File: config.mk
export PLATFORM = sky130hd
export DESIGN_NAME = div_normalize
export DESIGN_NICKNAME = d
export VERILOG_FILES = /design/src/source/div_pkg.sv /design/src/source/div_normalize.sv
export SDC_FILE = /design/constraint.sdc
export NUM_CORES = 1
export LEC_CHECK = 0
export BUFFER_PORTS_ARGS = -buffer_cell sky130_fd_sc_hd__buf_4
export CORE_UTILIZATION = 58
export DETAILED_ROUTE_END_ITERATION = 10
export PLACE_DENSITY = 0.85
export SLEW_MARGIN = 10
export SYNTH_ARGS = -nofsm -noshare
export SYNTH_HDL_FRONTEND = slang
export SYNTH_SLANG_ARGS = --single-unit
File: constraint.sdc
create_clock -name vclk -period 8
set_input_delay 1.6 -clock vclk [all_inputs]
set_output_delay 1.6 -clock vclk [all_outputs]
set_load 0.01 [all_outputs]
File: src/source/div_pkg.sv
`default_nettype none

package div_pkg;

    // operand and result width
    localparam int OP_LN = 32;
    // extra fraction bits kept through the iterations, at least 1
    localparam int XP_LN = 4;
    // width of the iteration datapath
    localparam int C_LN = OP_LN + XP_LN;
    // bits of a bit index into an operand
    localparam int OP_LN_LG = 5;
    // five iterations cover 32 bits of quotient
    localparam int NUM_ITER = 5;

    // same order as the low two bits of the M-extension funct3
    typedef enum logic [1:0] {
        DIV,
        DIVU,
        REM,
        REMU
    } div_fn_t;

    // class of an operation, anything but NORMAL completes in one cycle
    typedef enum logic [1:0] {
        NORMAL,
        DIV0,
        OVFL,
        CACHED
    } div_case_t;

    typedef enum logic [1:0] {
        IDLE,
        ITERATE,
        FINISH
    } div_state_t;

endpackage

`default_nettype wire
File: src/source/div_normalize.sv
`timescale 1ns/1ps
`default_nettype none

module div_normalize (
    input  logic [div_pkg::OP_LN-1:0]      op2_abs,
    output logic [div_pkg::C_LN-1:0]       x_init,
    output logic [div_pkg::OP_LN_LG+1:0]   shift_init
);
    import div_pkg::*;

    logic [OP_LN_LG-1:0]  high_bit;
    logic [OP_LN-1:0]     aligned;
    logic [OP_LN-1:0]     one_minus_x;
    logic [OP_LN-1:0]     x;
    logic                 half_case;

    // highest set bit wins, a zero divisor leaves index 0
    always_comb begin
        high_bit = '0;
        for (int i = 0; i < OP_LN; i++) begin
            if (op2_abs[i]) begin
                high_bit = OP_LN_LG'(i);
            end
        end
    end

    // binary point sits above the msb, divisor reads as 0.1xxx
    assign aligned = op2_abs << (OP_LN_LG'(OP_LN - 1) - high_bit);

    // a power of two gives exactly 0.5, x would not be below one half
    assign half_case = (aligned == {1'b1, {(OP_LN-1){1'b0}}});

    // in that case take the divisor as 1.0 and shift one less
    assign one_minus_x = half_case ? '0 : aligned;
    // the integer one drops out above the binary point
    assign x = -one_minus_x;

    assign x_init = {x, {XP_LN{1'b0}}};

    // high bit plus one undoes the alignment, XP_LN drops the fraction
    assign shift_init = (OP_LN_LG+2)'(high_bit) + (OP_LN_LG+2)'(XP_LN + 1)
                      - (OP_LN_LG+2)'(half_case);

endmodule

`default_nettype wire

Yosys cells after proc, flatten, opt, wreduce, memory -nomap -nowiden
Index checks and enable logic that the tools add are counted.

Register bits: 0. Logic and storage cells: 38.

$add $sub $neg: 4. Eq/ne operators: 1. Shift operators: 1. Mux-type cells: 32.

Operators by type and width (number): $mux 5 (30); $eq 32x32->1 const B (1); $mux 32 (1); $neg 32->32 (1); $shl 32x5->32 (1); $sub 6x1->7 (1); $add 5x3->6 const B (1); $sub 5x5->5 const A (1); $mux 1 (1).

Logic depth before layout (Yosys ltp)
Word-level depth: 36. Gate-level depth with buffers: 24.

Least setup slack after synthesis
OpenSTA, ideal clock, no wires.

Path type: input to output. Start: input op2_abs[2] in the netlist's numbering. End: output shift_init[5] in the netlist's numbering. Arrival: 5645 ps. Data required time: 6400 ps. Slack: 755 ps. Cell stages on the path: 22. Path buffers: 3. Path through: buf_2 -> nand2b_1 -> a221oi_1 -> o21ai_1 -> a211o_1 -> buf_4 -> buf_6 -> a211oi_2 -> o21bai_1 -> a222oi_1 -> a31oi_1 -> nor4b_4 -> nand4_1 -> nor2_1 -> nand3_1 -> ha_1 -> ha_1 -> inv_1 -> ha_1 -> inv_1 -> a211oi_1 -> xnor2_1.

Longest elaborated chain between the ends: 34.

RTL lines: start, declared (RTL line div_normalize.sv:5) `input logic [div_pkg::OP_LN-1:0] op2_abs,`; $mux 5 (30 in series) (RTL line div_normalize.sv:21) `if (op2_abs[i]) begin`; $sub 5x5->5 (RTL line div_normalize.sv:28) `assign aligned = op2_abs << (OP_LN_LG'(OP_LN - 1) - high_bit);`; $shl 32x5->32 (RTL line div_normalize.sv:28); $eq 32x32->1 (RTL line div_normalize.sv:31) `assign half_case = (aligned == {1'b1, {(OP_LN-1){1'b0}}});`; $sub 6x1->7 * (RTL line div_normalize.sv:42) `- (OP_LN_LG+2)'(half_case);`; end, declared (RTL line div_normalize.sv:7) `output logic [div_pkg::OP_LN_LG+1:0] shift_init`.

Mark *: on every way between the ends. The rest lies on a longest branch, timed or not.

Worst setup path after layout
Start: input op2_abs[28] in the netlist's numbering. End: output shift_init[5] in the netlist's numbering.

Longest elaborated chain between the ends: 8.

RTL lines (RTL line): $mux 5 (4 in series) (div_normalize.sv:21); $sub 5x5->5 (div_normalize.sv:28); $shl 32x5->32 (div_normalize.sv:28); $eq 32x32->1 (div_normalize.sv:31); $sub 6x1->7 * (div_normalize.sv:42).

Marks and branches as above.

==> results.yml <==
timing:
  hold_viol: 0
  fin_crit_ps: 7830
  report.final.slew_viol_count: 0
  finalCritPeriodShare: 0.979
  max_freq_ghz: 0.128
  finalSetupViolCount: 0
  worstMarginPinSlew_ps: 722
  relSlewSlack: 0.507
  whs_ps: 3640
layout:
  final_nets: 595
  seq_area_um2: 0
  clkbuf_count: 0
  seq_cells: 0
  multi_input_area_um2: 3090
  final_area_um2: 4050
  fillers: 424
  diodes: 0
  area_growth_pct: 24.8
  layout-drive-gt1-share: 0.278
power:
  ir_drop_mv: 0.0551
  p_leak_uw: 0.00168
  power-per-cell-area_nw_per_um2: 78.1
critical_path:
  timing.critical_path.mode_cell: "buf_4"
  crit_chain: "buf_4 > o31ai_1 > a31o_2 > nand2_4 > buf_4 > nor4_1 > nor3_1 > a222oi_1 > buf_4 > a31oi_2 > nor4b_4 > nand4_1 > nor2_2 > nand3_1 > ha_1 > ha_1 > inv_1 > ha_1 > inv_1 > a211oi_2 > xnor2_1 > buf_4"
  cp.required_ps: 6400
  critical-path-slowest-cell: "o31ai_1"
  cp_max_fo: 11
  end_kind: "primary output"
  criticalPathCategory: "in -> out"
  worstPathArrival_ps: 6230
  start_kind: "input pin"
  cpPeakStageDelay_ps: 500
detailed_routing:
  vias: 4452
  routed_wirelength_mm: 12.6
  drc: 0
  wl_per_cell_um: 20.3
  drtAntennaViolNets: 0
  firstDrtPassIters: 6
  drt_iter0_markers: 663
  vias_per_cell: 7.15
synthesis:
  ys_seq_area_frac: 0
  ys_top_cells_by_count: "nand2_1, nor2_1, mux2i_1"
  netlist_area_um2: 3250
  synth_top_cells_by_area: "mux2i_1, nand2_1, nor2_1"
  netlist_instances: 481
  yosysUniqueCellTypes: 71
  synth_warnings: 0
  post-synth-top-count-cell: "nand2_1"
  yosysTopAreaCellShare: 0.120
  synth_area_per_cell_um2: 6.75
  yosysTopAreaCell: "mux2i_1"
min_path:
  worstHoldStart: "op2_abs[0]"
  hp-class: "in -> out"
  hold_path_depth: 4
  min_to: "x_init[4]"
floorplan:
  die_w_um: 76.8
  core-area_um2: 5240
  initial_core_util: 0.620
  io_pins: 75
  row_count: 26
  dieArea_um2: 5900
  die_h_um: 76.8
outcome:
  status: "finished, final reports clean"
placement:
  port-buffer-count: 70
  dp_hpwl_mm: 9.63
  placedInstanceArea_um2: 3920
  place_congestion: 1.07
global_route:
  grt_pass1_vias: 3995
  gr-total-overflow: 0
  grt_pass1_wl_mm: 20.2
  antenna_found_initial: 0
  grt_max_degree: 31
  gr-usage-all-layers: 0.413
job:
  cap_violations: 0
power by group:
part / switching [uW] / internal [uW]
Sequential: 0 / 0
Clock: 0 / 0
Combinational: 179 / 138
Total: 179 / 138
layer usage:
| layer | global-route usage | wire (um) |
|---|---|---|
| met5 | 0 | 0 |
| met3 | 0.0702 | 1590 |
| met1 | 0.543 | 4860 |
| met2 | 0.672 | 5670 |
| met4 | 0.142 | 526 |
stage by stage:
step	total power, uW	utilization	cells	setup slack, ps	setup TNS (ps)
floorplan	187	-	485	755	0
global placement	290	0.748	616	202	0
detailed placement	295	0.748	616	11.9	0
CTS	297	0.748	616	12.6	0
global route	337	0.773	623	-54.6	-54.6
finish	316	0.773	623	165	0
cell usage in the layout, fill, tap and decap left out, drive strengths merged, types with 4 or more instances in the layout:
cell    count
nand3      12
conb        5
nor4       10
nor3       12
mux2        7
a31oi      10
mux4        5
a22oi       7
xor2        9
and2        5
or4         6
o31ai       4
a22o        4
mux2i      39
xnor2      16
ha          8
nor2       46
inv        13
nand2      53
o211ai      6
o21ai      27
buf       107
nor2b       4
a311oi      4
a211oi     14
or2         4
nand2b      6
a21oi      34
a221oi     10
and3        6
worst max path at each step:
| stage | start | endpoint | slack, ps | depth (start not counted) |
|---|---|---|---|---|
| 2_1_floorplan | op2_abs[2] | shift_init[5] | 750 | 22 |
| 3_3_place_gp | op2_abs[26] | shift_init[5] | 200 | 21 |
| 3_5_place_dp | op2_abs[26] | shift_init[5] | 10 | 21 |
| 4_1_cts | op2_abs[26] | shift_init[5] | 10 | 21 |
| 5_1_grt | op2_abs[23] | shift_init[5] | -50 | 21 |
| 6_report | op2_abs[28] | shift_init[5] | 170 | 22 |
area by class of cell:
type,instances,share of cell area
well taps,70,0.0216
multi-input cells,431,0.762
inverters,15,0.0148
repair buffers,107,0.201
critical path, delay by kind of cell:
kind,cells,cell delay [ps]
compound gates,5,1660
xor+xnor,1,140
buf+inv,6,790
simple gates,7,1510
fa+ha+maj,3,520
timing repair:
| item | CTS | global route |
|---|---|---|
| hold buffers | 0 | 0 |
| endpoints found under the setup margin | 0 | 5 |
| setup buffers | 0 | 7 |
| resized for setup | 0 | 17 |
| hold endpoints to repair | 0 | 0 |
cell families after synthesis:
family                     count (synthesis)  synth area share
other                                      1           0.00116
AOI/OAI and AO/OA                        167             0.368
xor gates and xnor gates                  25            0.0675
and+or+nand+nor                          175             0.274
buffers and inverters                     54            0.0790
muxes                                     51             0.179
adders and majority gates                  8            0.0308
No activity file was read; power rests on OpenSTA's default activity.
