--- config.mk ---
export PLATFORM = sky130hd
export DESIGN_NAME = div_result
export DESIGN_NICKNAME = d
export VERILOG_FILES = /design/src/source/div_pkg.sv /design/src/source/div_result.sv
export SDC_FILE = /design/constraint.sdc
export NUM_CORES = 2
export LEC_CHECK = 0
export BUFFER_PORTS_ARGS = -buffer_cell sky130_fd_sc_hd__buf_2
export CAP_MARGIN = 25
export CORE_ASPECT_RATIO = 1.75
export CORE_MARGIN = 2
export CORE_UTILIZATION = 60
export CTS_CLUSTER_DIAMETER = 150
export DETAILED_ROUTE_END_ITERATION = 10
export PLACE_DENSITY = 0.81
export RECOVER_POWER = 25
export SLEW_MARGIN = 10
export SYNTH_ARGS = -nofsm -noshare
export SYNTH_HDL_FRONTEND = slang
export SYNTH_SLANG_ARGS = --single-unit
--- constraint.sdc ---
create_clock -name clk -period 5.7 [get_ports clk]
set_input_delay 1.14 -clock clk [delete_from_list [all_inputs] [get_ports clk]]
set_output_delay 1.14 -clock clk [all_outputs]
set_load 0.005 [all_outputs]
--- src/source/div_pkg.sv ---
`default_nettype none

package div_pkg;

    // operand and result width
    localparam int OP_LN = 32;
    // extra fraction bits kept through the iterations, at least 1
    localparam int XP_LN = 4;
    // width of the iteration datapath
    localparam int C_LN = OP_LN + XP_LN;
    // bits of a bit index into an operand
    localparam int OP_LN_LG = 5;
    // five iterations cover 32 bits of quotient
    localparam int NUM_ITER = 5;

    // same order as the low two bits of the M-extension funct3
    typedef enum logic [1:0] {
        DIV,
        DIVU,
        REM,
        REMU
    } div_fn_t;

    // class of an operation, anything but NORMAL completes in one cycle
    typedef enum logic [1:0] {
        NORMAL,
        DIV0,
        OVFL,
        CACHED
    } div_case_t;

    typedef enum logic [1:0] {
        IDLE,
        ITERATE,
        FINISH
    } div_state_t;

endpackage

`default_nettype wire
--- src/source/div_result.sv ---
`timescale 1ns/1ps
`default_nettype none

module div_result (
    input  logic                           clk,
    input  logic                           rst_n,
    input  logic                           init,
    input  logic                           save,
    input  logic                           finish,
    input  div_pkg::div_case_t             case_cur,
    input  div_pkg::div_fn_t               fn_cur,
    input  logic [div_pkg::C_LN-1:0]       num,
    input  logic [div_pkg::OP_LN_LG+1:0]   shift,
    input  logic [div_pkg::OP_LN-1:0]      op1,
    input  logic [div_pkg::OP_LN-1:0]      op1_abs_saved,
    input  logic [div_pkg::OP_LN-1:0]      op2_abs_saved,
    input  logic                           op1_neg_saved,
    input  logic                           sign_saved,
    input  logic                           op1_neg_cur,
    input  logic                           sign_cur,
    output logic [div_pkg::OP_LN-1:0]      result
);
    import div_pkg::*;

    logic [C_LN:0]       num_rnd;
    logic [C_LN:0]       num_eff;
    logic [OP_LN-1:0]    quo_est;
    logic [OP_LN-1:0]    rem_est;
    logic                fix;
    logic [OP_LN-1:0]    quo_abs;
    logic [OP_LN-1:0]    rem_abs;
    logic [OP_LN-1:0]    quo;
    logic [OP_LN-1:0]    rem;
    logic [OP_LN-1:0]    quo_abs_saved;
    logic [OP_LN-1:0]    rem_abs_saved;
    logic [OP_LN-1:0]    quo_sel;
    logic [OP_LN-1:0]    rem_sel;
    logic [OP_LN-1:0]    result_sel;

    // small bias below the integer bit, estimate stays at or under the quotient
    assign num_rnd = {1'b0, num} + (C_LN+1)'((1 << (XP_LN - 1)) - 1);
    assign num_eff = num_rnd >> shift;
    assign quo_est = num_eff[OP_LN-1:0];

    // no wrap, estimate times divisor never passes the dividend
    assign rem_est = op1_abs_saved - op2_abs_saved * quo_est;

    // estimate may be one short
    assign fix     = (rem_est >= op2_abs_saved);
    assign quo_abs = quo_est + OP_LN'(fix);
    assign rem_abs = fix ? rem_est - op2_abs_saved : rem_est;

    // quotient sign from both operands, remainder follows the dividend
    assign quo = sign_saved ? -quo_abs : quo_abs;
    assign rem = op1_neg_saved ? -rem_abs : rem_abs;

    // kept for repeats, reset pair is the answer to 1/1
    always_ff @(posedge clk or negedge rst_n) begin
        if (!rst_n) begin
            quo_abs_saved <= OP_LN'(1);
            rem_abs_saved <= '0;
        end else if (save) begin
            quo_abs_saved <= quo_abs;
            rem_abs_saved <= rem_abs;
        end
    end

    always_comb begin
        case (case_cur)
            NORMAL: begin
                quo_sel = quo;
                rem_sel = rem;
            end
            DIV0: begin
                // all ones quotient, dividend as remainder
                quo_sel = '1;
                rem_sel = op1;
            end
            OVFL: begin
                quo_sel = op1;
                rem_sel = '0;
            end
            default: begin
                // repeat takes stored magnitudes with this operation's signs
                quo_sel = sign_cur ? -quo_abs_saved : quo_abs_saved;
                rem_sel = op1_neg_cur ? -rem_abs_saved : rem_abs_saved;
            end
        endcase
        result_sel = ((fn_cur == DIV) || (fn_cur == DIVU)) ? quo_sel : rem_sel;
    end

    // held until the next finish, stays put under back-pressure
    always_ff @(posedge clk) begin
        if (finish) begin
            result <= result_sel;
        end
    end

    // correction must leave a proper remainder, saved operands come from the cache
    a_rem_below_divisor: assert property (
        @(posedge clk) disable iff (!rst_n) save |-> (rem_abs < op2_abs_saved)
    ) else $error("remainder not below divisor after correction");

endmodule

`default_nettype wire

==> results of run 1 <==
[routing by layer]
metal	GRT usage, %	GRT overflow
met3	64.5	5
met5	37.7	0
met4	81.3	91
met1	74.7	3
met2	92.3	103
[cell usage after synthesis, drive strengths merged (74+ instances only)]
cell / n
inv: 623
nand2: 582
fa: 444
nor2: 259
a21oi: 185
ha: 185
clkbuf: 176
xnor2: 150
o21ai: 147
nor3: 101
xor2: 100
and2: 74
[through the flow]
stage / setup TNS [ns] / area (µm²) / hold WS (ns)
2_1_floorplan: -683.34 / 32600 / 0.510
3_3_place_gp: -756.73 / 41000 / 0.528
3_5_place_dp: -807.76 / 41000 / 0.539
4_1_cts: -679.99 / 43500 / 0.553
[repair_timing]
item,in CTS
gates resized for setup,325
endpoints found under the setup margin,96
pin swaps,180
endpoints found under the hold margin,0
gates cloned,3
buffers inserted,84
[cell families after synthesis]
kind of cell	synth area share, %
muxes	2.97
DFF	8.07
and+or+nand+nor	19.8
adders and majority gates	35.3
xor gates and xnor gates	7.39
AOI/OAI and AO/OA	16.3
buffers and inverters	10.2
==> results.sh, run 1 <==
export IMPL_gr_total_overflow=202
export IMPL_mappedNetlistNets=4757
export IMPL_ys_flop_type="dfrtp_1"
export IMPL_rows=111
export IMPL_toolErrorMsg="[ERROR GRT-0232] Routing congestion too high. Check the congestion heatmap in the GUI."
export IMPL_pre_cts_slack_ns=-9.81
export IMPL_cts_buffers=9
export IMPL_postSynthAreaPerCell_um2=7.99
export IMPL_grt_max_degree=77
export IMPL_worst_endpoint="result[28]$_DFFE_PP_/D"
export IMPL_io_buffers=181
export IMPL_ys_seq_area_share_pct=8.07
export IMPL_cts_sinks=96
export IMPL_die_x_um=178
export IMPL_synth_cell_types=119
export IMPL_io_pins=184
export IMPL_synth_area_top_cells="fa_1 (28%), inv_1 (7.3%), ha_1 (7.3%), nand2_1 (6.9%), dfrtp_1 (5.0%)"
export IMPL_synth_top_cell_by_area="fa_1"
export IMPL_haltStage="global routing"
export IMPL_clk_path_buf_depth=2
export IMPL_worstEpCategory="register data pin"
export IMPL_synthCells=3976
export IMPL_synth_edf_count=32
export IMPL_htreeDepth=3
export IMPL_fp_dieH_um=308
export IMPL_yosys_warnings=0
export IMPL_initial_core_util_pct=60.7
export IMPL_post_synth_top_area_fraction_pct=28.0
export IMPL_hold_buffers=0
export IMPL_syn_area_um2=31800
export IMPL_clockRootBuffer="clkbuf_16"
export IMPL_dp_cells=5555
export IMPL_track_usage_pct=77.5
export IMPL_async_reset_ff_share_pct=66.7
export IMPL_ys_ff_latch=96
export IMPL_dpl_hpwl_um=110000
export IMPL_gp_congestion=1.13
export IMPL_outcome="aborted with a tool error"
==> inputs of run 2 (changes only) <==
--- a/config.mk
+++ b/config.mk
@@ -7,12 +7,10 @@
 export LEC_CHECK = 0
 export BUFFER_PORTS_ARGS = -buffer_cell sky130_fd_sc_hd__buf_2
 export CAP_MARGIN = 25
-export CORE_ASPECT_RATIO = 1.75
 export CORE_MARGIN = 2
-export CORE_UTILIZATION = 60
-export CTS_CLUSTER_DIAMETER = 150
+export CORE_UTILIZATION = 40
 export DETAILED_ROUTE_END_ITERATION = 10
-export PLACE_DENSITY = 0.81
+export PLACE_DENSITY_LB_ADDON = 0.15
 export RECOVER_POWER = 25
 export SLEW_MARGIN = 10
 export SYNTH_ARGS = -nofsm -noshare
==> run 2 against run 1 <==
Compared with the run above: synthesized area is the same; synthesized cell count is the same; the flow now finishes, with violations (capacitance limit, slew limit, setup timing).
==> results.sh, run 2 <==
export IMPL_outcome="finished, violations left"
export IMPL_violations="capacitance limit, slew limit, setup timing"
export IMPL_synth_compound_area_share_pct=16.3
export IMPL_synth_simple_gate_area_share_pct=19.8
export IMPL_reg_top3="quo_abs_saved x32, rem_abs_saved x32, result x32"
export IMPL_multi_input_area_um2=28500
export IMPL_setup_slack_ns=-8.18
export IMPL_post_synth_top_area_fraction_pct=28.0
export IMPL_cts_tree="built"
export IMPL_clk_path_buf_depth=2
export IMPL_critPathArrivalTime_ns=14.00
export IMPL_final_cell_mix="buf_4 (980), inv_1 (611), nand2_1 (562)"
export IMPL_grt_pass1_vias=33204
export IMPL_grt_pass1_wl_um=202000
export IMPL_postSynthAreaPerCell_um2=7.99
export IMPL_cp_slowest_cell="or4_4"
export IMPL_ys_seq_area_share_pct=8.07
export IMPL_worst_ep_required_time_ns=5.82
export IMPL_final_area_um2=45500
export IMPL_worst_pin_slew_ns=3.77
export IMPL_highest_layer="met4"
export IMPL_insertion_delay_ns=0.38
export IMPL_relSlewSlack_pct=-151
export IMPL_cts_sinks=96
export IMPL_finClkSkew_ns=0.00998
export IMPL_cp_start_kind="primary input"
export IMPL_seqCellArea_um2=2560
export IMPL_ys_flop_type="dfrtp_1"
export IMPL_rr_worst_depth=16
export IMPL_wl_met3_um=10800
export IMPL_gp_congestion=1.01
export IMPL_rsz0062_at_grt="true"
export IMPL_worst_path_most_repeated_cell="fa_1"
export IMPL_grt_max_degree=86
export IMPL_synth_edf_count=32
export IMPL_vias=33410
export IMPL_clk_pin_slew_ns=0.07
export IMPL_initial_core_util_pct=40.3
export IMPL_die_area_um2=81700
export IMPL_via_per_inst=5.45
export IMPL_die_x_um=286
export IMPL_fp_dieH_um=286
export IMPL_htreeDepth=3
export IMPL_core_area_um2=78900
export IMPL_io_pins=184
export IMPL_synth_top_family_by_area="adder cells"
export IMPL_track_usage_pct=32.5
export IMPL_drt_iter0_markers=2815
export IMPL_gr_total_overflow=0
export IMPL_synth_area_top_cells="fa_1 (28%), inv_1 (7.3%), ha_1 (7.3%), nand2_1 (6.9%), dfrtp_1 (5.0%)"
export IMPL_max_freq_mhz=72.1
export IMPL_antenna_found_initial=5
export IMPL_drtAntennaViolNets=0
export IMPL_wl_per_cell_um=21.8
export IMPL_cap_viol_max_count=1
export IMPL_synthCells=3976
export IMPL_ys_top_cells_by_count="inv_1 (621), nand2_1 (580), fa_1 (444)"
export IMPL_cp_max_fo=13
export IMPL_mappedNetlistNets=4757
export IMPL_cts_buffers=9
export IMPL_rows=103
export IMPL_synthMuxAreaShare_pct=2.97
export IMPL_drcViolationCount=0
export IMPL_yosys_area_share_adder_pct=35.3
export IMPL_drt_pass1_iter_count=5
export IMPL_clockRootBuffer="clkbuf_16"
export IMPL_synth_cell_types=119
export IMPL_async_reset_ff_share_pct=66.7
export IMPL_hold_viol=0
export IMPL_dr_wl_met2_um=60300
export IMPL_fin_nets=5845
export IMPL_synth_top_cell_by_area="fa_1"
export IMPL_tns_ns=-681.02
export IMPL_min_period_ns=13.88
export IMPL_wl_um=134000
export IMPL_setup_violations=96
export IMPL_ys_ff_latch=96
export IMPL_worst_setup_path_type="primary input to register"
export IMPL_hp_class="register to register"
export IMPL_nFillCells=7281
export IMPL_drive_above_1_share_pct=34.6
export IMPL_synth_xor_area_share_pct=7.39
export IMPL_hold_depth=1
export IMPL_slew_violations=65
export IMPL_yosys_warnings=0
export IMPL_cp_end_kind="register"
export IMPL_postPlaceCellArea_um2=41600
export IMPL_met1_length_um=56700
export IMPL_final_common_cell="buf_4"
export IMPL_io_buffers=181
export IMPL_period_share_pct=243
export IMPL_synth_most_common_cell="inv_1"
export IMPL_syn_area_um2=31800
export IMPL_dpl_hpwl_um=110000
export IMPL_pre_cts_slack_ns=-9.34
export IMPL_areaGrowthSynthToFinish_pct=43.2
export IMPL_max_stage_delay_ns=0.61
[run 2: cell counts after synthesis]
No cell type changed its count.
[run 2: layer usage]
layer | track usage [%] | vias to the layer above
met2 | 52.3 | 1335
met1 | 44.0 | 16390
met3 | 5.29 | 241
met4 | 12.1 | 0
li1 | - | 15444
met5 | 0 | -
[run 2: timing repair]
action	in CTS	in global routing
pin swaps	175	77
gates resized for setup	350	115
setup endpoints to repair	96	96
gates cloned	9	0
setup buffers	109	35
hold buffers	0	0
[run 2: cell families after synthesis]
group           count (synthesis)
simple gates                 1319
buf+inv                       851
compound gates                743
fa+ha+maj                     629
xor+xnor                      257
flops                          96
mux                            81
[run 2: per-stage QoR]
stage	hold WS (ns)	cells	utilization, %
global placement	0.543	5956	52.8
detailed placement	0.546	5956	52.8
global route	0.578	6121	57.7
floorplan	0.510	3976	-
CTS	0.563	6085	56.6
finish	0.562	6125	57.7
[run 2: worst paths after layout]
path	from	endpoint	slack, ns
setup / recovery	num[13]	result[13]	-8.18
hold / removal	quo_abs_saved[17]	quo_abs_saved[17]	0.56
setup reg to reg	rem_abs_saved[2]	result[31]	0.92
hold reg to reg	quo_abs_saved[17]	quo_abs_saved[17]	0.56
max in group asynchronous	rst_n	rem_abs_saved[19]	1.38
min in group asynchronous	rst_n	quo_abs_saved[21]	2.12
[run 2: critical path: cells and delay by family]
| family | cells | cell delay (ns) |
|---|---|---|
| adders and majority gates | 12 | 4.41 |
| and+or+nand+nor | 14 | 3.27 |
| AOI/OAI and AO/OA | 14 | 3.12 |
| buffers and inverters | 13 | 1.68 |
| xor gates and xnor gates | 2 | 0.33 |
[run 2: layout make-up]
type / instances / area share (%)
Inverter: 630 / 5.21
Multi-Input combinational cell: 3032 / 62.6
Sequential cell: 96 / 5.63
Clock inverter: 4 / 0.0577
Timing Repair Buffer: 1295 / 23.0
Antenna cell: 6 / 0.0330
Tap cell: 1050 / 2.89
Clock buffer: 12 / 0.588
Power of run 2 is not shown: default switching activity piles up to over one toggle a cycle in this logic, so the estimate is an artifact.
