File: src/source/div_pkg.sv
`default_nettype none

package div_pkg;

    // operand and result width
    localparam int OP_LN = 32;
    // extra fraction bits kept through the iterations, at least 1
    localparam int XP_LN = 4;
    // width of the iteration datapath
    localparam int C_LN = OP_LN + XP_LN;
    // bits of a bit index into an operand
    localparam int OP_LN_LG = 5;
    // five iterations cover 32 bits of quotient
    localparam int NUM_ITER = 5;

    // same order as the low two bits of the M-extension funct3
    typedef enum logic [1:0] {
        DIV,
        DIVU,
        REM,
        REMU
    } div_fn_t;

    // class of an operation, anything but NORMAL completes in one cycle
    typedef enum logic [1:0] {
        NORMAL,
        DIV0,
        OVFL,
        CACHED
    } div_case_t;

    typedef enum logic [1:0] {
        IDLE,
        ITERATE,
        FINISH
    } div_state_t;

endpackage

`default_nettype wire
File: src/source/div_ctrl.sv
`timescale 1ns/1ps
`default_nettype none

module div_ctrl (
    input  logic clk,
    input  logic rst_n,
    input  logic start,
    input  logic ack,
    input  logic skip,
    output logic done,
    output logic init,
    output logic save,
    output logic finish
);
    import div_pkg::*;

    div_state_t                        state;
    div_state_t                        state_next;
    logic [$clog2(NUM_ITER+1)-1:0]     count;
    logic [$clog2(NUM_ITER+1)-1:0]     count_next;
    logic                              done_next;

    always_ff @(posedge clk or negedge rst_n) begin
        if (!rst_n) begin
            state <= IDLE;
            count <= '0;
            done  <= 1'b0;
        end else begin
            state <= state_next;
            count <= count_next;
            done  <= done_next;
        end
    end

    always_comb begin
        state_next = state;
        count_next = count;
        done_next  = 1'b0;
        init       = 1'b0;
        save       = 1'b0;
        finish     = 1'b0;
        case (state)
            IDLE: begin
                // result still waiting for ack, start is not taken
                if (done && !ack) begin
                    done_next = 1'b1;
                end else if (start) begin
                    init = 1'b1;
                    if (skip) begin
                        // special classes resolve in the start cycle
                        finish    = 1'b1;
                        done_next = 1'b1;
                    end else begin
                        // first iteration already runs in the start cycle
                        state_next = ITERATE;
                        count_next = ($bits(count))'(1);
                    end
                end
            end
            ITERATE: begin
                count_next = count + 1'b1;
                if (count == ($bits(count))'(NUM_ITER - 1)) begin
                    state_next = FINISH;
                end
            end
            FINISH: begin
                // numerator is final here, result and saved values load
                save       = 1'b1;
                finish     = 1'b1;
                done_next  = 1'b1;
                state_next = IDLE;
            end
            default: begin
                state_next = IDLE;
            end
        endcase
    end

    // done only ever comes out of IDLE or FINISH
    a_no_done_iterating: assert property (
        @(posedge clk) disable iff (!rst_n) (state == ITERATE) |-> !done
    ) else $error("done high while iterating");

    a_count_range: assert property (
        @(posedge clk) disable iff (!rst_n) count <= ($bits(count))'(NUM_ITER)
    ) else $error("iteration counter out of range");

endmodule

`default_nettype wire

File: config.mk
export PLATFORM = sky130hd
export DESIGN_NAME = div_ctrl
export DESIGN_NICKNAME = d
export VERILOG_FILES = /design/src/source/div_pkg.sv /design/src/source/div_ctrl.sv
export SDC_FILE = /design/constraint.sdc
export NUM_CORES = 1
export LEC_CHECK = 0
export BUFFER_PORTS_ARGS = -buffer_cell sky130_fd_sc_hd__buf_4
export CORE_AREA = 5 5 42 44
export DETAILED_ROUTE_END_ITERATION = 6
export DIE_AREA = 0 0 47 49
export GPL_TIMING_DRIVEN = 0
export SLEW_MARGIN = 10
export SYNTH_ARGS = -nofsm -noshare
export SYNTH_HDL_FRONTEND = slang
export SYNTH_SLANG_ARGS = --single-unit
File: constraint.sdc
create_clock -name clk -period 2.26 [get_ports clk]
set_clock_uncertainty 0.1 [all_clocks]
set_input_delay 0 -clock clk [delete_from_list [all_inputs] [get_ports clk]]
set_output_delay 0 -clock clk [all_outputs]
set_load 0.05 [all_outputs]
* Word-level counts from Yosys, hierarchy flattened
Index checks and enable logic that the tools add are counted.
** Operators by class
- $add $sub $neg :: 1
- $mul :: 0
- Divide/modulo/power cells :: 0
- $lt $le $gt $ge :: 0
- Eq/ne operators :: 7
- Shift-type cells :: 0
- Multiplexer cells :: 19
- Bitwise gates (word level) :: 0
- Reductions and logical operators :: 6
** Operators with widths (count)
- 2-to-1 mux 3 bit :: 3
- 2-to-1 mux 1 bit :: 8
- 2-to-1 mux 2 bit :: 4
- inequality test 2 bit, second input constant :: 4
- AND reduction 4 bit :: 2
- case mux 3 bit (2 select lines) :: 1
- case mux 1 bit (2 select lines) :: 2
- case mux 2 bit (2 select lines) :: 1
- adder 3 x 1 -> 3 bit, second input constant :: 1
- equality test 3 bit, second input constant :: 1
- equality test 2 x 1 -> 1 bit, second input constant :: 1
- equality test 2 bit, second input constant :: 1
- logical NOT 2 bit :: 1
- nonzero test 2 bit :: 1
- logical AND 1 bit :: 1
- logical NOT 1 bit :: 1
** Storage, ports and cells
- Register bits after elaboration :: 6
- Bits in latches :: 0
- Memory bits (writable) :: 0
- Memory bits (read-only) :: 0
- Input port bits :: 5
- Output and inout port bits :: 4
- Logic and storage cells :: 36
- Memories :: 0

* Depth between registers and ports, before layout
Gate-level depths: netlist of run 1.
- Depth after elaboration :: 4
- Depth in mapped cells :: 5
- Depth with buffers taken out :: 5

* Worst setup path before layout of run 1
OpenSTA, ideal clock, no wires.
- Path type :: register -> output
- From :: register done
- To :: output init
- Data arrival time :: 1.878 ns
- Required time :: 2.160 ns
- Path slack :: 0.282 ns
- Stages on the path, launching flop included :: 4
- Path buffers :: 0
- Cell sequence :: dfrtp_1 > nand2b_1 > nand2_1 > nor3_1
** On the way
- Cells in the longest elaborated chain, start to end :: 3
** RTL lines
- start: declaration :: RTL line div_ctrl.sv:10 : output logic done,
- start signal: assignment :: RTL line div_ctrl.sv:31 : done <= done_next;
- logical AND 1 bit :: RTL line div_ctrl.sv:45 : if (done && !ack) begin
- 2-to-1 mux 1 bit :: RTL line div_ctrl.sv:45
- 2-to-1 mux 1 bit :: RTL line div_ctrl.sv:42 : case (state)
- end: declaration :: RTL line div_ctrl.sv:11 : output logic init,
Every way passes these cells.

* Final worst setup path of run 1
- From :: register state[1]
- To :: output finish
** On the way
- Cells in the longest elaborated chain, start to end :: 2
- Elaborated cells on any way between the ends :: 3
- Those cells by class :: eq/ne (1); mux (1); reduce/logical (1)
** RTL lines
- start: declaration :: RTL line div_ctrl.sv:17 : div_state_t state;
- start signal: assignment :: RTL line div_ctrl.sv:29 : state <= state_next;
- equality test 2 bit / logical NOT 2 bit (equally long branches) :: RTL line div_ctrl.sv:42
- case mux 1 bit (2 select lines) (*) :: RTL line div_ctrl.sv:42
- end: declaration :: RTL line div_ctrl.sv:13 : output logic finish
Every way passes the cells marked *; elsewhere a longest branch is shown, timed or not.

==> results of run 1 <==
[per-stage QoR]
stage	area, µm²	setup WS (ps)	hold slack, ps
2_1_floorplan	327.8	282.5	-395.6
3_3_place_gp	407.9	1006	-288.0
3_5_place_dp	407.9	993.3	-287.3
4_1_cts	460.4	860.6	1.095
5_1_grt	460.4	809.9	34.86
6_report	460.4	876.0	10.48
[cells by family after synthesis]
family | after synthesis | share of synthesized area [%]
AO/OA/AOI/OAI | 9 | 18.70
adder cells (fa/ha/maj) | 2 | 7.632
buffers and inverters | 6 | 7.251
flip-flops | 6 | 45.80
AND/OR/NAND/NOR | 14 | 20.61
[sequential cells by signal (all words and copies together) (netlist names)]
signal	flops
state	2
count	3
done	1
[worst reg2reg max path, cell delays in order (launching register included)]
cell	delay [ps]
dfrtp_1	400
ha_1	210
nand2_1	80
nor3_1	50
a311o_1	310
[final cells by class]
| cell class | count | area [µm²] |
|---|---|---|
| Sequential cell | 6 | 150.1 |
| Inverter | 5 | 18.77 |
| Buffer | 1 | 5.005 |
| Clock buffer | 3 | 22.52 |
| Timing Repair Buffer | 11 | 90.09 |
| Fill cell | 160 | 940.9 |
| Multi-Input combinational cell | 25 | 153.9 |
| Tap cell | 16 | 20.02 |
[final timing paths]
check                                           from              endpoint  slack [ps]  cells after the start
worst min-delay path                           start        done$_DFF_PN0_          10                      3
max in group asynchronous                      rst_n  count[0]$_DFFE_PN0P_        1240                      3
min in group asynchronous                      rst_n  state[1]$_DFFE_PN0P_         600                      3
worst max register to register  count[0]$_DFFE_PN0P_  count[2]$_DFFE_PN0P_        1000                      4
worst max-delay path            state[1]$_DFFE_PN0P_                finish         880                      4
worst min register to register  count[0]$_DFFE_PN0P_  count[0]$_DFFE_PN0P_         430                      1
[routing by layer]
| metal | up-vias | wire, µm | track usage, % |
|---|---|---|---|
| li1 | 155 | - | - |
| met1 | 136 | 320 | 8.463 |
| met3 | 4 | 48 | 1.107 |
| met4 | 0 | 28 | 6.912 |
| met5 | - | 0 | 0 |
| met2 | 8 | 244 | 8.371 |
[cell usage after synthesis (all sizes together)]
master	number
a21o	1
a21oi	3
a311o	1
a31oi	1
a41o	1
and2	1
buf	1
dfrtp	6
ha	2
inv	5
nand2	6
nand2b	2
nand4	1
nor2	1
nor2b	1
nor3	2
o21ai	1
o31ai	1
[where the power goes]
part / leakage [nW] / switching, mW / total [mW] / internal (mW)
clock: 0.0138 / 0.0357 / 0.0956 / 0.0599
sequential: 0.0758 / 0.0454 / 0.199 / 0.153
combinational: 0.157 / 0.164 / 0.271 / 0.107
total: 0.247 / 0.245 / 0.565 / 0.320
==> run metrics, run 1 <==
status complete, no violations; f_max 722.6 MHz; DP HPWL 489.7 µm; VDD IR-drop max 0.0004095 V; GR Util All Layers 6.577%; H-tree depth 1; Hold Vio Cnt, Final 0; DR DRC count 0; setup tns final 0 ps; most frequent cells in the layout buf_4 (8), nand2_1 (6), dfrtp_1 (6), inv_1 (5); Congestion Overflow GR 0; drt pass-1 iters 3; Port Buffer Count 8; distinct cell type count of the synthesized netlist 18; # setup viols final 0; Final #Nets 60; Max-slew headroom 80.89%; register area share after synthesis 45.80%; Area Overhead vs Synth 40.46%; minimum clock period 1384 ps; leakage power 0.2467 nW; Post-Syn Area 327.8 µm²; number of diodes 0; detailed-route wire length 641 µm; # clock sinks 6; Max-cap violations 0; post-CTS sizing 0; FP Rows 14; Pwr Total 564.8 µW; core box area 1401 µm²; worst-margin pin slew 285.7 ps; placed insts 61; Worst setup SP type flip-flop; Synth top area share 45.80%; Worst Setup End Kind primary output; # Post-CTS Setup Buffers 0; Finished Layout Cells 67; starting density of the core 23.39%; area leader, netlist dfrtp_1; crit-path cells buf_2, nor2b_1, a41o_1, buf_4; Synthesized Nets 44; CTS hold repair buffers 3; final design utilization 32.86%; CP Class reg -> out; Worst-path clk slew 40 ps; Buf/Inv on CP 2; via count 303; Max Slew Vio Count 0; period utilization 61.24%; Avg Cell Area, Syn 8.860 µm²; clk_lat worst skew 240 ps; Mapped Cells 37; crit-path max cell delay 340 ps; WP data arrival 1280 ps; die area 2303 µm²; top post-synthesis cells by area dfrtp_1 (46%), ha_1 (7.6%), nand2_1 (6.9%); crit-path max FO 9; first-pass GRT wire length 1062 µm; DRT iter0 DRCs 2; Die W 47 µm; Max clock buf depth 2; CTS Buf Count 3; CTS tree yes; vias in the first global route 270; Avg WL per Cell 9.567 µm; clock root cell clkbuf_4; synth warn 0; Power Density 1227 nW/µm²; RSZ-0062 raised after global routing no; Antenna Nets Post-Route 0; #FFs+latches synth 6; vias per cell 4.522; worst min path class in -> reg; Slowest-stage cell, CP dfrtp_1; antenna violations before repair 0; pin count of the biggest net entering global routing 10; share of cells above drive strength 1 23.53%; Critical Path RT 2160 ps; Top delay family on crit path flip-flops; most common cell after layout, fill and taps aside buf_4; GPL Wtd Cong 0.7149; I/O pin total 9; Die Ht 49 µm
No activity file was read; power rests on OpenSTA's default activity.
==> run 2, diff against run 1 <==
Clock period 2.26 ns to 1.3 ns, I/O delays scaled along.
==> run 2 against run 1 <==
- the run now ends with negative hold slack left
- power is 110% higher
- non-clock buffer count up 4
- sequential power rose by 88%
- setup slack worse by 860 ps
- critical path type unchanged
- global-route usage is 1.1 points higher
- sequential share of layout area is 4.6 points lower
- register-to-register slack got worse by 950 ps
- flip-flop and latch count did not move
==> run metrics, run 2 (same netlist as run 1, synthesis figures left out) <==
status complete, but fails checks; failing checks negative hold slack; dpl ws 25.74 ps; I/O pin total 9; r2r endpoint count[2]$_DFFE_PN0P_; R2R setup slack 50 ps; CTS tree yes; Hold Slack -44.92 ps; leakage power 0.2696 nW; worst min path class in -> reg; starting density of the core 23.39%; Power Density 2122 nW/µm²; area occupied by multi-input gates 188.9 µm²; GR Util All Layers 7.720%; post-route design area 549.3 µm²; Worst-path clk slew 50 ps; Hold Vio Cnt, Final 1; crit path to finish; crit-path max cell delay 420 ps; f_max 780.2 MHz; Max-cap violations 0; drt pass-1 iters 2; VDD IR-drop max 0.0007130 V; vias in the first global route 335; Die W 47 µm; register area 153.9 µm²; Critical Path Stages 3; Port Buffer Count 8; Filler cells 151; Buf/Inv on CP 1; DR DRC count 0; cells on worst reg2reg path 4; vias per cell 4.472; FP Rows 14; most frequent cells in the layout buf_4 (9), inv_1 (5), nand2_1 (4), dlygate4sd3_1 (4); r2r startpoint count[0]$_DFFE_PN0P_; DP HPWL 522.3 µm; crit-path max FO 3; antenna violations before repair 0; final worst setup slack 18.35 ps; crit-path cells nor2b_4, a41o_2, buf_6; die area 2303 µm²; Max Slew Vio Count 0; Worst Setup End Kind primary output; CTS hold repair buffers 4; Worst setup SP type flip-flop; CP startpoint state[1]$_DFFE_PN0P_; RSZ-0062 raised after global routing yes; Slowest-stage cell, CP dfrtp_2; Area Overhead vs Synth 67.56%; most common cell after layout, fill and taps aside buf_4; minimum clock period 1282 ps; Critical Path RT 1200 ps; pin count of the biggest net entering global routing 9; Avg WL per Cell 10.58 µm; Congestion Overflow GR 0; Final #Nets 64; Largest register FFs 3; via count 322; # clock sinks 6; # setup viols final 0; CTS Buf Count 3; Biggest register count; CP Class reg -> out; Antenna Nets Post-Route 0; Die Ht 49 µm; setup tns final 0 ps; GPL Wtd Cong 0.7101; detailed-route wire length 762 µm; WP data arrival 1180 ps; share of cells above drive strength 1 44.64%; core box area 1401 µm²; H-tree depth 1; DRT iter0 DRCs 2; number of diodes 0; period utilization 98.59%; post-placement cell area 436.7 µm²; Max-slew headroom 80.04%; Pwr Total 1.165 mW; worst-margin pin slew 298.4 ps; first-pass GRT wire length 1290 µm; clk_lat worst skew 250 ps; Max clock buf depth 2; top flop regs count x3, state x2, done x1; Top delay family on crit path flip-flops; clock root cell clkbuf_4
==> run 2: how the worst min path moves through the flow <==
stage,start,end,slack (ps),depth (start not counted)
after floorplan,rst_n,count[0]$_DFFE_PN0P_,-400,0
after global placement,rst_n,state[1]$_DFFE_PN0P_,-290,1
after detailed placement,rst_n,count[1]$_DFFE_PN0P_,-290,1
after CTS,ack,done$_DFF_PN0_,-40,3
after global routing,ack,done$_DFF_PN0_,-40,3
final,ack,done$_DFF_PN0_,-40,3
==> run 2: timing repair <==
action / CTS / global route
resized for setup: 3 / 5
buffers inserted: 2 / 2
hold endpoints to repair: 8 / 1
endpoints found under the setup margin: 1 / 3
==> run 2: metrics by stage <==
stage	util [%]	hold slack (ps)	std cells
finish	39.20	-44.92	72
CTS	37.05	-40.87	70
global placement	31.16	-287.2	61
floorplan	-	-395.6	37
global route	39.20	-38.63	72
detailed placement	31.16	-287.8	61
==> run 2: layer usage <==
metal | track usage [%] | vias up | part of all wire [%]
met5 | 0 | - | 0
met4 | 4.147 | 0 | 1.0
met3 | 3.321 | 2 | 6.2
met2 | 10.41 | 8 | 46
met1 | 10.07 | 147 | 47
li1 | - | 165 | -
==> run 2: area by class of cell <==
class	count	area share (%)
clock buffers	4	4.784
inverters	5	3.417
multi-input cells	25	34.40
flip-flops and latches	6	28.02
well taps	16	3.645
repair buffers	16	25.74
==> run 2: power breakdown <==
| group | internal (mW) | switching (mW) | leakage [nW] | total [mW] |
|---|---|---|---|---|
| combinational | 0.275 | 0.320 | 0.183 | 0.596 |
| sequential | 0.273 | 0.102 | 0.0718 | 0.375 |
| clock | 0.117 | 0.0773 | 0.0150 | 0.194 |
==> run 2: tightest hold or removal path, stage by stage <==
cell and delay (ps):
buf_4 80, nand2b_4 130, a21oi_1 60
==> run 3, diff against run 2 <==
==> constraint.sdc (replaced) <==
create_clock -name clk -period 1.3 [get_ports clk]
set_clock_uncertainty 0.1 [all_clocks]
set_input_delay 0 -clock clk [delete_from_list [all_inputs] [get_ports clk]]
set_output_delay 0 -clock clk [all_outputs]
set_load 0.1 [all_outputs]
==> run 3 against run 2 <==
- design area is 4.3% higher
- the flow finishes with violations (negative setup slack)
- core utilization is 1.7 points higher
- worst hold slack better by 85 ps
- die area stayed put
- final cell count is 1.4% higher
==> run metrics, run 3 (same netlist as run 1, synthesis figures left out) <==
VDD IR-drop max 0.0006806 V; GR Util All Layers 7.861%; RSZ-0062 raised after global routing yes; worst-margin pin slew 294.8 ps; I/O pin total 9; core box area 1401 µm²; # setup viols final 2; minimum clock period 1333 ps; Die W 47 µm; drt pass-1 iters 4; Worst setup SP type flip-flop; vias in the first global route 329; GPL Wtd Cong 0.7234; Max-slew headroom 80.28%; Critical Path RT 1200 ps; Max-cap violations 0; vias per cell 4.671; CTS tree yes; DR DRC count 0; leakage power 0.2774 nW; CP Class reg -> out; failing checks negative setup slack; status complete, but fails checks; most frequent cells in the layout buf_4 (11), inv_1 (5), nand2_1 (4), dlygate4sd3_1 (4); Slowest-stage cell, CP dfrtp_2; clock root cell clkbuf_4; post-route design area 573.1 µm²; starting density of the core 23.39%; f_max 750.0 MHz; pin count of the biggest net entering global routing 9; setup tns final -63.07 ps; area occupied by multi-input gates 188.9 µm²; first-pass GRT wire length 1304 µm; most common cell after layout, fill and taps aside buf_4; Max Slew Vio Count 0; H-tree depth 1; via count 341; period utilization 102.6%; Biggest register count; # clock sinks 6; CTS Buf Count 3; share of cells above drive strength 1 45.61%; number of diodes 0; Area Overhead vs Synth 74.81%; Antenna Nets Post-Route 0; Congestion Overflow GR 0; DP HPWL 536.7 µm; DRT iter0 DRCs 3; Worst Setup End Kind primary output; Buf/Inv on CP 1; post-placement cell area 441.7 µm²; Final #Nets 65; crit-path max FO 3; FP Rows 14; crit-path cells nor2b_4, a41o_2, buf_12; top flop regs count x3, state x2, done x1; crit-path max cell delay 430 ps; die area 2303 µm²; Max clock buf depth 2; WP data arrival 1230 ps; Filler cells 149; Die Ht 49 µm; worst min path class in -> reg; Power Density 2362 nW/µm²; Avg WL per Cell 11.00 µm; register area 156.4 µm²; detailed-route wire length 803 µm; Pwr Total 1.354 mW; antenna violations before repair 0; Top delay family on crit path flip-flops; Hold Vio Cnt, Final 0; clk_lat worst skew 250 ps; Largest register FFs 3; Worst-path clk slew 50 ps; final worst setup slack -33.34 ps; Port Buffer Count 8
[run 3: cell types whose count changed in the layout (fill, tap and decap cells not counted), sizes merged]
cell / delta
buf: +1
[run 3: power by group]
group,total [mW],switching (mW),internal [mW]
Sequential,0.382,0.104,0.278
Combinational,0.776,0.454,0.322
Clock,0.196,0.0790,0.117
[run 3: repair_timing]
| item | CTS | global route |
|---|---|---|
| endpoints found under the hold margin | 8 | 0 |
| pin swaps | 1 | 1 |
| setup buffers | 2 | 3 |
| resized for setup | 8 | 2 |
| endpoints found under the setup margin | 4 | 4 |
| hold buffers | 4 | 0 |
[run 3: path summary, 6_finish.rpt]
check / startpoint / slack, ps / end / cells after the start
hold / removal: ack / 40 / done$_DFF_PN0_ / 4
setup / recovery: state[1]$_DFFE_PN0P_ / -30 / finish / 3
max in group asynchronous: rst_n / 260 / done$_DFF_PN0_ / 3
hold reg to reg: count[0]$_DFFE_PN0P_ / 440 / count[0]$_DFFE_PN0P_ / 1
setup reg to reg: done$_DFF_PN0_ / 50 / count[2]$_DFFE_PN0P_ / 3
min in group asynchronous: rst_n / 590 / count[1]$_DFFE_PN0P_ / 3
[run 3: per-stage QoR]
step                hold WS, ps  utilization, %  setup slack, ps  std cells
floorplan                -395.6               -           -417.2         37
global placement         -286.8           31.52            21.96         61
detailed placement       -284.4           31.52            19.83         61
CTS                       42.18           38.93           -48.88         70
global route              54.06           40.89           -79.24         73
finish                    40.29           40.89           -33.34         73
[run 3: tightest hold or removal path: cells and delay by family]
family	cells	cell delay, ps
AO/OA/AOI/OAI	1	50
AND/OR/NAND/NOR	1	130
buffers and inverters	2	190
[run 3: layout make-up]
cell class | count | share of cell area [%]
clock buffer | 4 | 4.585
multi-input combinational | 25 | 32.97
inverter | 5 | 3.275
tap | 16 | 3.493
sequential | 6 | 27.29
timing repair buffer | 17 | 28.38
[run 3: layer usage]
metal | global-route usage, % | part of all wire, %
met1 | 8.949 | 40
met2 | 11.99 | 48
met3 | 3.321 | 7.6
met4 | 4.147 | 3.9
met5 | 0 | 0
